### src/mbus_bridge_pkg.sv
package mbus_bridge_pkg;

	// One character of the host byte stream
	typedef struct packed {
		logic       last;
		logic [7:0] data;
	} host_byte_t;

	// Word handed up by the bus controller on receive
	typedef struct packed {
		logic [31:0] addr;
		logic [31:0] data;
		logic        broadcast;
		// More words of the same message follow
		logic        pend;
	} bus_rx_word_t;

	// Word handed down to the bus controller for transmit
	typedef struct packed {
		logic [31:0] addr;
		logic [31:0] data;
		logic        pend;
	} bus_tx_word_t;

	// Single-cycle requests from control to the host writer
	typedef struct packed {
		logic start_rx;
		logic next_word;
		logic finish_rx;
		logic send_ack;
		logic send_nak;
	} writer_cmd_t;

	// First byte of the reply frames
	localparam logic [7:0] ACK_CHAR = 8'h61;
	localparam logic [7:0] NAK_CHAR = 8'h6E;

endpackage
### src/mbus_bridge_top.sv
`timescale 1ns/1ns
module mbus_bridge_top #(
	parameter int         CLK_DIV_WIDTH = 22,
	parameter logic [7:0] FLAG_CHAR     = 8'h62
) (
	input  logic                          clk,
	input  logic                          reset,
	input  logic [CLK_DIV_WIDTH-1:0]      mbus_clk_div,
	input  mbus_bridge_pkg::host_byte_t   host_in,
	input  logic                          host_in_strobe,
	output mbus_bridge_pkg::host_byte_t   host_out,
	output logic                          host_out_strobe,
	input  logic [7:0]                    time_tag,
	output logic                          tag_incr,
	input  mbus_bridge_pkg::bus_rx_word_t rx_word,
	input  logic                          rx_req,
	input  logic                          rx_fail,
	output logic                          rx_ack,
	output mbus_bridge_pkg::bus_tx_word_t tx_word,
	output logic                          tx_req,
	input  logic                          tx_ack,
	input  logic                          tx_succ,
	input  logic                          tx_fail,
	output logic                          bus_clk
);
	import mbus_bridge_pkg::*;

	writer_cmd_t cmd;
	logic        word_ready;
	logic        bad_frame;
	logic        word_taken;
	logic        rx_fail_seen;
	logic        writer_busy;
	logic [7:0]  eid;

	bus_clk_divider #(
		.CLK_DIV_WIDTH(CLK_DIV_WIDTH)
	) u_clk_div (
		.clk    (clk),
		.reset  (reset),
		.div    (mbus_clk_div),
		.bus_clk(bus_clk)
	);

	// Host to bus path
	host_frame_parser u_parser (
		.clk           (clk),
		.reset         (reset),
		.host_in       (host_in),
		.host_in_strobe(host_in_strobe),
		.word_taken    (word_taken),
		.word_ready    (word_ready),
		.bad_frame     (bad_frame),
		.tx_word       (tx_word),
		.eid           (eid)
	);

	// Bus to host path and replies
	host_frame_writer #(
		.FLAG_CHAR(FLAG_CHAR)
	) u_writer (
		.clk            (clk),
		.reset          (reset),
		.cmd            (cmd),
		.rx_word        (rx_word),
		.rx_fail_seen   (rx_fail_seen),
		.eid            (eid),
		.time_tag       (time_tag),
		.host_out       (host_out),
		.host_out_strobe(host_out_strobe),
		.tag_incr       (tag_incr),
		.writer_busy    (writer_busy)
	);

	bridge_control u_control (
		.clk         (clk),
		.reset       (reset),
		.rx_req      (rx_req),
		.rx_fail     (rx_fail),
		.rx_word_pend(rx_word.pend),
		.word_ready  (word_ready),
		.bad_frame   (bad_frame),
		.tx_ack      (tx_ack),
		.tx_succ     (tx_succ),
		.tx_fail     (tx_fail),
		.writer_busy (writer_busy),
		.rx_ack      (rx_ack),
		.tx_req      (tx_req),
		.word_taken  (word_taken),
		.rx_fail_seen(rx_fail_seen),
		.cmd         (cmd)
	);

endmodule

### src/bridge_control.sv
`timescale 1ns/1ns
module bridge_control (
	input  logic                         clk,
	input  logic                         reset,
	input  logic                         rx_req,
	input  logic                         rx_fail,
	input  logic                         rx_word_pend,
	input  logic                         word_ready,
	input  logic                         bad_frame,
	input  logic                         tx_ack,
	input  logic                         tx_succ,
	input  logic                         tx_fail,
	input  logic                         writer_busy,
	output logic                         rx_ack,
	output logic                         tx_req,
	output logic                         word_taken,
	output logic                         rx_fail_seen,
	output mbus_bridge_pkg::writer_cmd_t cmd
);

	typedef enum logic [2:0] {
		S_IDLE,
		S_RX_HEADER,
		S_RX_DRAIN,
		S_RX_WAIT_NEXT,
		S_RX_CLOSE,
		S_TX_SEND,
		S_TX_WAIT_RESULT,
		S_REPLY
	} state_t;

	state_t     state;
	state_t     state_n;
	logic [1:0] rx_req_sync;
	logic [1:0] rx_fail_sync;
	logic       rx_fail_prev;
	logic       rx_req_s;
	logic       rx_fail_edge;
	// Events held until the FSM can serve them
	logic       fail_evt;
	logic       word_avail;
	logic       bad_pend;
	logic       more_words;
	logic       ack_rx;
	logic       take_fail;
	logic       take_word;
	logic       take_bad;
	logic       set_fail_seen;
	logic       raise_tx;

	assign rx_req_s     = rx_req_sync[1];
	assign rx_fail_edge = rx_fail_sync[1] && !rx_fail_prev;
	assign word_taken   = (state == S_TX_SEND) && tx_ack;

	always_comb begin
		state_n       = state;
		cmd           = '0;
		ack_rx        = 1'b0;
		take_fail     = 1'b0;
		take_word     = 1'b0;
		take_bad      = 1'b0;
		set_fail_seen = 1'b0;
		raise_tx      = 1'b0;
		case (state)
			S_IDLE: begin
				// Bus receive goes ahead of host transmit
				if (rx_req_s) begin
					cmd.start_rx = 1'b1;
					ack_rx       = 1'b1;
					state_n      = S_RX_HEADER;
				end else if (fail_evt) begin
					ack_rx    = 1'b1;
					take_fail = 1'b1;
				end else if (word_avail) begin
					raise_tx  = 1'b1;
					take_word = 1'b1;
					state_n   = S_TX_SEND;
				end else if (bad_pend) begin
					cmd.send_nak = 1'b1;
					take_bad     = 1'b1;
					state_n      = S_REPLY;
				end
			end
			S_RX_HEADER: begin
				// Wait out the request drop through the synchronizer
				if (!rx_req_s)
					state_n = S_RX_DRAIN;
			end
			S_RX_DRAIN: begin
				if (!writer_busy)
					state_n = more_words ? S_RX_WAIT_NEXT : S_RX_CLOSE;
			end
			S_RX_WAIT_NEXT: begin
				if (rx_req_s) begin
					cmd.next_word = 1'b1;
					ack_rx        = 1'b1;
					state_n       = S_RX_HEADER;
				end else if (fail_evt) begin
					ack_rx        = 1'b1;
					take_fail     = 1'b1;
					set_fail_seen = 1'b1;
					state_n       = S_RX_CLOSE;
				end
			end
			S_RX_CLOSE: begin
				cmd.finish_rx = 1'b1;
				state_n       = S_REPLY;
			end
			S_TX_SEND: begin
				if (tx_ack)
					state_n = S_TX_WAIT_RESULT;
			end
			S_TX_WAIT_RESULT: begin
				// Either the result or the next word of the same frame
				if (tx_succ) begin
					cmd.send_ack = 1'b1;
					state_n      = S_REPLY;
				end else if (tx_fail) begin
					cmd.send_nak = 1'b1;
					state_n      = S_REPLY;
				end else if (word_avail) begin
					raise_tx  = 1'b1;
					take_word = 1'b1;
					state_n   = S_TX_SEND;
				end else if (bad_pend) begin
					cmd.send_nak = 1'b1;
					take_bad     = 1'b1;
					state_n      = S_REPLY;
				end
			end
			S_REPLY: begin
				if (!writer_busy)
					state_n = S_IDLE;
			end
			default: state_n = S_IDLE;
		endcase
	end

	always_ff @(posedge clk) begin
		if (reset) begin
			state        <= S_IDLE;
			rx_req_sync  <= 2'b00;
			rx_fail_sync <= 2'b00;
			rx_fail_prev <= 1'b0;
			fail_evt     <= 1'b0;
			word_avail   <= 1'b0;
			bad_pend     <= 1'b0;
			more_words   <= 1'b0;
			rx_ack       <= 1'b0;
			tx_req       <= 1'b0;
			rx_fail_seen <= 1'b0;
		end else begin
			state        <= state_n;
			rx_req_sync  <= {rx_req_sync[0], rx_req};
			rx_fail_sync <= {rx_fail_sync[0], rx_fail};
			rx_fail_prev <= rx_fail_sync[1];
			fail_evt     <= rx_fail_edge || (fail_evt && !take_fail);
			word_avail   <= word_ready || (word_avail && !take_word);
			bad_pend     <= bad_frame || (bad_pend && !take_bad);
			// Writer has the word by the time the bus sees the ack
			rx_ack       <= ack_rx;
			if (ack_rx)
				more_words <= rx_word_pend;
			if (raise_tx)
				tx_req <= 1'b1;
			else if (word_taken)
				tx_req <= 1'b0;
			if (cmd.start_rx)
				rx_fail_seen <= 1'b0;
			else if (set_fail_seen)
				rx_fail_seen <= 1'b1;
		end
	end

	a_ack_without_req: assert property (
		@(posedge clk) disable iff (reset)
		tx_ack |-> tx_req
	) else $error("bus tx_ack seen with no tx_req outstanding");

endmodule

### src/host_frame_writer.sv
`timescale 1ns/1ns
module host_frame_writer #(
	parameter logic [7:0] FLAG_CHAR = 8'h62
) (
	input  logic                          clk,
	input  logic                          reset,
	input  mbus_bridge_pkg::writer_cmd_t  cmd,
	input  mbus_bridge_pkg::bus_rx_word_t rx_word,
	input  logic                          rx_fail_seen,
	input  logic [7:0]                    eid,
	input  logic [7:0]                    time_tag,
	output mbus_bridge_pkg::host_byte_t   host_out,
	output logic                          host_out_strobe,
	output logic                          tag_incr,
	output logic                          writer_busy
);
	import mbus_bridge_pkg::*;

	// Byte to be produced on the next cycle
	typedef enum logic [2:0] {
		P_IDLE,
		P_TAG,
		P_DATA,
		P_EID,
		P_ZERO
	} phase_t;

	phase_t      phase;
	logic [63:0] data_sr;
	logic [3:0]  bytes_left;
	logic        bcast_acc;

	always_ff @(posedge clk) begin
		if (reset) begin
			phase           <= P_IDLE;
			host_out_strobe <= 1'b0;
			tag_incr        <= 1'b0;
			bytes_left      <= 4'd0;
			bcast_acc       <= 1'b0;
		end else begin
			host_out_strobe <= 1'b0;
			tag_incr        <= 1'b0;
			if (cmd.start_rx) begin
				host_out_strobe <= 1'b1;
				phase           <= P_TAG;
				// Address and data of the first word
				bytes_left      <= 4'd8;
				bcast_acc       <= rx_word.broadcast;
			end else if (cmd.next_word) begin
				host_out_strobe <= 1'b1;
				phase           <= P_DATA;
				bytes_left      <= 4'd3;
				bcast_acc       <= bcast_acc | rx_word.broadcast;
			end else if (cmd.finish_rx) begin
				host_out_strobe <= 1'b1;
			end else if (cmd.send_ack || cmd.send_nak) begin
				host_out_strobe <= 1'b1;
				phase           <= P_EID;
			end else begin
				case (phase)
					P_TAG: begin
						host_out_strobe <= 1'b1;
						tag_incr        <= 1'b1;
						phase           <= P_DATA;
					end
					P_DATA: begin
						host_out_strobe <= 1'b1;
						bytes_left      <= bytes_left - 4'd1;
						if (bytes_left == 4'd1)
							phase <= P_IDLE;
					end
					P_EID: begin
						host_out_strobe <= 1'b1;
						phase           <= P_ZERO;
					end
					P_ZERO: begin
						host_out_strobe <= 1'b1;
						phase           <= P_IDLE;
					end
					default: ;
				endcase
			end
		end
	end

	// Outgoing byte and the word shift register
	always_ff @(posedge clk) begin
		host_out.last <= 1'b0;
		if (cmd.start_rx) begin
			host_out.data <= FLAG_CHAR;
			data_sr       <= {rx_word.addr, rx_word.data};
		end else if (cmd.next_word) begin
			// Later words carry data bytes only
			host_out.data <= rx_word.data[31:24];
			data_sr       <= {rx_word.data[23:0], 40'd0};
		end else if (cmd.finish_rx) begin
			host_out.data <= {6'd0, rx_fail_seen, bcast_acc};
			host_out.last <= 1'b1;
		end else if (cmd.send_ack) begin
			host_out.data <= ACK_CHAR;
		end else if (cmd.send_nak) begin
			host_out.data <= NAK_CHAR;
		end else begin
			case (phase)
				P_TAG: host_out.data <= time_tag;
				P_DATA: begin
					host_out.data <= data_sr[63:56];
					data_sr       <= {data_sr[55:0], 8'd0};
				end
				P_EID: host_out.data <= eid;
				P_ZERO: begin
					host_out.data <= 8'h00;
					host_out.last <= 1'b1;
				end
				default: ;
			endcase
		end
	end

	// Busy through the cycle of the final byte
	assign writer_busy = host_out_strobe || (phase != P_IDLE);

	a_cmd_while_busy: assert property (
		@(posedge clk) disable iff (reset)
		(cmd != '0) |-> !writer_busy
	) else $error("writer command issued while a frame is still going out");

endmodule

### src/host_frame_parser.sv
`timescale 1ns/1ns
module host_frame_parser (
	input  logic                          clk,
	input  logic                          reset,
	input  mbus_bridge_pkg::host_byte_t   host_in,
	input  logic                          host_in_strobe,
	input  logic                          word_taken,
	output logic                          word_ready,
	output logic                          bad_frame,
	output mbus_bridge_pkg::bus_tx_word_t tx_word,
	output logic [7:0]                    eid
);

	// Byte position in the frame, 1 to 4 are address bytes
	localparam logic [2:0] POS_EID  = 3'd0;
	localparam logic [2:0] POS_DATA = 3'd5;

	logic [2:0]  pos;
	logic [1:0]  data_idx;
	logic [31:0] addr_sr;
	logic [23:0] data_sr;
	logic        word_pending;
	logic        word_done;

	// Fourth byte of a data word
	assign word_done = host_in_strobe && (pos == POS_DATA) && (data_idx == 2'd3);

	always_ff @(posedge clk) begin
		if (reset) begin
			pos          <= POS_EID;
			data_idx     <= 2'd0;
			word_pending <= 1'b0;
			word_ready   <= 1'b0;
			bad_frame    <= 1'b0;
		end else begin
			word_ready <= word_done;
			// A good frame ends exactly on a completed word
			bad_frame  <= host_in_strobe && host_in.last && !word_done;

			if (word_done)
				word_pending <= 1'b1;
			else if (word_taken)
				word_pending <= 1'b0;

			if (host_in_strobe) begin
				if (host_in.last) begin
					pos      <= POS_EID;
					data_idx <= 2'd0;
				end else if (pos != POS_DATA) begin
					pos <= pos + 3'd1;
				end else begin
					data_idx <= data_idx + 2'd1;
				end
			end
		end
	end

	// Byte steering into the header and data registers
	always_ff @(posedge clk) begin
		if (host_in_strobe) begin
			case (pos)
				POS_EID:  eid     <= host_in.data;
				POS_DATA: data_sr <= {data_sr[15:0], host_in.data};
				default:  addr_sr <= {addr_sr[23:0], host_in.data};
			endcase
		end
		// Output word held stable until the next word completes
		if (word_done) begin
			tx_word.addr <= addr_sr;
			tx_word.data <= {data_sr, host_in.data};
			tx_word.pend <= !host_in.last;
		end
	end

	// Host must not outrun the bus by a full word
	a_word_overrun: assert property (
		@(posedge clk) disable iff (reset)
		word_done |-> (!word_pending || word_taken)
	) else $error("parser word completed before previous word was taken");

endmodule

### src/bus_clk_divider.sv
`timescale 1ns/1ns
module bus_clk_divider #(
	parameter int CLK_DIV_WIDTH = 22
) (
	input  logic                     clk,
	input  logic                     reset,
	input  logic [CLK_DIV_WIDTH-1:0] div,
	output logic                     bus_clk
);

	logic [CLK_DIV_WIDTH-1:0] count;
	// Divider value in use for the current half period
	logic [CLK_DIV_WIDTH-1:0] div_q;

	always_ff @(posedge clk) begin
		if (reset) begin
			count   <= '0;
			div_q   <= div;
			bus_clk <= 1'b0;
		end else if (count == div_q) begin
			// Terminal count, toggle and pick up a new divider
			count   <= '0;
			div_q   <= div;
			bus_clk <= ~bus_clk;
		end else begin
			count <= count + 1'b1;
		end
	end

endmodule

### config.mk
export PLATFORM = sky130hd
export DESIGN_NAME = mbus_bridge_top
export DESIGN_NICKNAME = d
export VERILOG_FILES = /design/src/mbus_bridge_pkg.sv /design/src/mbus_bridge_top.sv /design/src/bridge_control.sv /design/src/host_frame_writer.sv /design/src/host_frame_parser.sv /design/src/bus_clk_divider.sv
export SDC_FILE = /design/constraint.sdc
export NUM_CORES = 1
export LEC_CHECK = 0
export BUFFER_PORTS_ARGS = -buffer_cell sky130_fd_sc_hd__buf_4
export CAP_MARGIN = 20
export CORE_MARGIN = 1.5
export CORE_UTILIZATION = 50
export DETAILED_ROUTE_END_ITERATION = 10
export GPL_ROUTABILITY_DRIVEN = 0
export PLACE_DENSITY_LB_ADDON = 0.05
export REMOVE_ABC_BUFFERS = 1
export SKIP_CTS_REPAIR_TIMING = 1
export SLEW_MARGIN = 20
export SYNTH_ARGS = -nofsm -noshare
export SYNTH_HDL_FRONTEND = slang
export SYNTH_SLANG_ARGS = --single-unit
### constraint.sdc
create_clock -name clk -period 3.6 [get_ports clk]
set_input_delay 0.18 -clock clk [delete_from_list [all_inputs] [get_ports clk]]
set_output_delay 0.18 -clock clk [all_outputs]
set_load 0.01 [all_outputs]
==> metrics.md <==
| Metric | Value |
|---|---|
| Drt drc | `0` |
| Setup violations, final | `0` |
| RSZ-0062 raised after global routing | `false` |
| Worst Path Required | `3.88 ns` |
| Area delta synth->final | `33.3%` |
| Post-DP HPWL | `approximately 15 mm` |
| Fmax | `approximately 0.37 GHz` |
| Slew HR | `0.353` |
| Hold slack | `-0.0138 ns` |
| Tightest Pin Transition | `0.969 ns` |
| Starting density of the core | `0.508` |
| Metal3 WL | `1.57 mm` |
| CP Launch Type | `register` |
| I/O pin cnt | `192` |
| CP max-delay cell | `nor2b_1` |
| Worst vdd ir | `between 400 and 500 uV` |
| CORE AREA | `about 22,000 um2` |
| Critical Path Sink Type | `register` |
| Failing checks | `negative hold slack` |
| GRT overflow | `0` |
| Row count | `54` |
| Top layer in use | `met4` |
| Ys flop type | `edfxtp_1` |
| Remaining antenna violation count | `0` |
| Layout cell share with drive strength beyond 1 | `0.250` |
| Initial antenna violation count | `0` |
| # diodes | `0` |
| CP max FO | `26` |
| Clk slew on worst S/H paths | `0.07 ns` |
| Initial DRC count | `392` |
| TritonRoute pass-1 iters | `5` |
| Final Slew Violations | `0` |
| Cell leakage power | `5.59 nW` |
| GRT Total Usage | `0.197` |
| Vias after detailed routing | `7,436` |
| Met2 WL | `approximately 12 mm` |
| Clock skew | `0.0110 ns` |
| Clock tree buffer depth | `3` |
| Largest net degree at the start of global routing | `65` |
| Critical path's top delay family | `simple AND/OR/NAND/NOR gates` |
| Mean area per synthesized cell | `13.5 um2` |
| Die width | `151 um` |
| Via density | `5.31` |
| Most frequent cells in the layout | `edfxtp_1 (215), buf_4 (203), dlygate4sd3_1 (86)` |
| Synthesized area | `~11,000 um2` |
| Wl on met1 | `around 11 mm` |
| Die height | `between 150 and 200 um` |
| I/O Buffers | `between 150 and 200` |
| CTS tree | `done` |
| H-tree levels | `1` |
| Ys async rst share | `0` |
| CTS sink count | `approximately 280` |
| Setup Total Neg Slack | `0 ns` |
| Avg WL per Cell | `17.2 um` |
| Clock buffer count from CTS | `29` |
| Max-cap violations | `0` |
| Final nets | `1,217` |
| Arr. time, crit path | `2.98 ns` |
| Leading cell type in the layout, fill and taps excluded | `edfxtp_1` |
| Minimum clock period | `2.70 ns` |
| Power Dens Cells | `616 nW/um2` |
| Final wirelength | `24.1 mm` |
| Total Power | `9.04 mW` |
| Vias in the first global route | `6,489` |
| Die area | `about 23,000 um2` |
| Final hold vios | `6` |
| Hold WC Path Type | `in2reg` |
| Fin crit share | `0.750` |
| Cell-by-cell trace of the critical path | `nor2b_1, nand2_2, buf_4, nor2_1, a31oi_1` |
| Outcome | `finished with violations` |
| Slowest Stage Delay on Critical Path | `0.83 ns` |
| Global-route wire length before repair | `34.8 mm` |
| EDFF count, synth | `between 200 and 250` |
| Seq/Total Area, Yosys | `0.703` |
| FF+latch count, synth | `279` |
| Mapped Cells | `just over 800` |
| Synth unique cells | `70` |
| Worst path bufs/invs | `1` |
| Crit Path Category | `reg2reg` |
| Root buf cell | `clkbuf_16` |
| Worst-Skew Late Latency | `0.55 ns` |
| Yosys Warn Count | `0` |
==> kinds of logic after synthesis <==
logic type | after synthesis | share of synthesized area
buffers and inverters | 51 | 0.0225
AOI/OAI and AO/OA | 167 | 0.107
xor gates and xnor gates | 43 | 0.0349
and+or+nand+nor | 257 | 0.117
muxes | 9 | 0.00841
adders and majority gates | 7 | 0.00796
DFF | 279 | 0.703
==> metrics by stage <==
step                 util  hold WS, ns  cells  area, um2  setup WS [ns]
finish              0.676      -0.0138   1400      14700          0.900
global route        0.676      0.00174   1400      14700          0.702
global placement    0.588        0.358   1259      12700           1.08
CTS                 0.636       -0.210   1313      13800          0.962
detailed placement  0.588        0.359   1259      12700          0.974
floorplan               -        0.249    774      10800         0.0686
==> report_power, final <==
group / switching, mW / total, mW / internal (mW)
combinational: 0.902 / 1.66 / 0.754
clock: 1.23 / 3.21 / 1.98
sequential: 0.237 / 4.18 / 3.94
==> registers in the layout, indices dropped and copies added (netlist names), 3 cells and up <==
register / flops
u_parser.tx_word: 65
u_writer.data_sr: 64
u_parser.addr_sr: 32
u_parser.data_sr: 24
u_clk_div.count: 22
u_clk_div.div_q: 22
u_writer.host_out: 9
u_parser.eid: 8
u_writer.bytes_left: 4
u_control.state: 3
u_parser.pos: 3
u_writer.phase: 3
==> worst paths after layout <==
kind / startpoint / endpoint / slack (ns) / cells past startpoint
max: u_control.rx_req_sync[1]$_SDFF_PP0_ / u_writer.data_sr[48]$_DFFE_PP_ / 0.90 / 5
min: rx_word[48] / u_writer.data_sr[46]$_DFFE_PP_ / -0.01 / 3
max reg2reg: u_control.rx_req_sync[1]$_SDFF_PP0_ / u_writer.data_sr[48]$_DFFE_PP_ / 0.90 / 5
min reg2reg: u_parser.data_sr[21]$_DFFE_PP_ / u_parser.tx_word[30]$_DFFE_PP_ / 0.42 / 0
==> area by class of cell <==
cell class                 instances  area, um2
sequential                       279       7740
fill                            1584       7020
multi-input combinational        483       3050
timing repair buffer             292       2450
clock buffer                      31        733
tap                              280        350
clock inverter                    23        307
inverter                          12       45.0
==> synth_stat cells, types with 5 or more instances <==
cell / count / area [um2]
o21ai_0: 17 / 85.1
o21ai_1: 10 / 50.1
clkbuf_1: 19 / 71.3
nand2b_1: 7 / 43.8
nand4_1: 7 / 43.8
a22o_1: 32 / 280
mux2i_1: 7 / 70.1
a21oi_1: 34 / 170
and3_1: 15 / 93.8
edfxtp_1: 215 / 6460
inv_1: 11 / 41.3
nor2b_1: 14 / 87.6
ha_1: 7 / 87.6
nor2_1: 78 / 293
xor2_1: 25 / 219
nor3_1: 16 / 80.1
nor4_2: 5 / 62.6
dfxtp_1: 64 / 1280
nand3_1: 10 / 50.1
nand2_1: 76 / 285
a31oi_1: 26 / 163
a211oi_1: 6 / 45.0
xnor2_1: 17 / 149
buf_2: 11 / 55.1
==> worst min-delay path, delay by kind of cell <==
kind                   cells  cell delay (ns)
AND/OR/NAND/NOR            1             0.04
AO/OA/AOI/OAI              1             0.12
buffers and inverters      1             0.08
==> metal layers <==
| layer | track usage | up-vias |
|---|---|---|
| met4 | 0.0568 | 0 |
| met2 | 0.308 | 247 |
| met5 | 0 | - |
| met3 | 0.0346 | 41 |
| met1 | 0.285 | 3529 |
| li1 | - | 3619 |
Power figures use the tool's default switching activity.
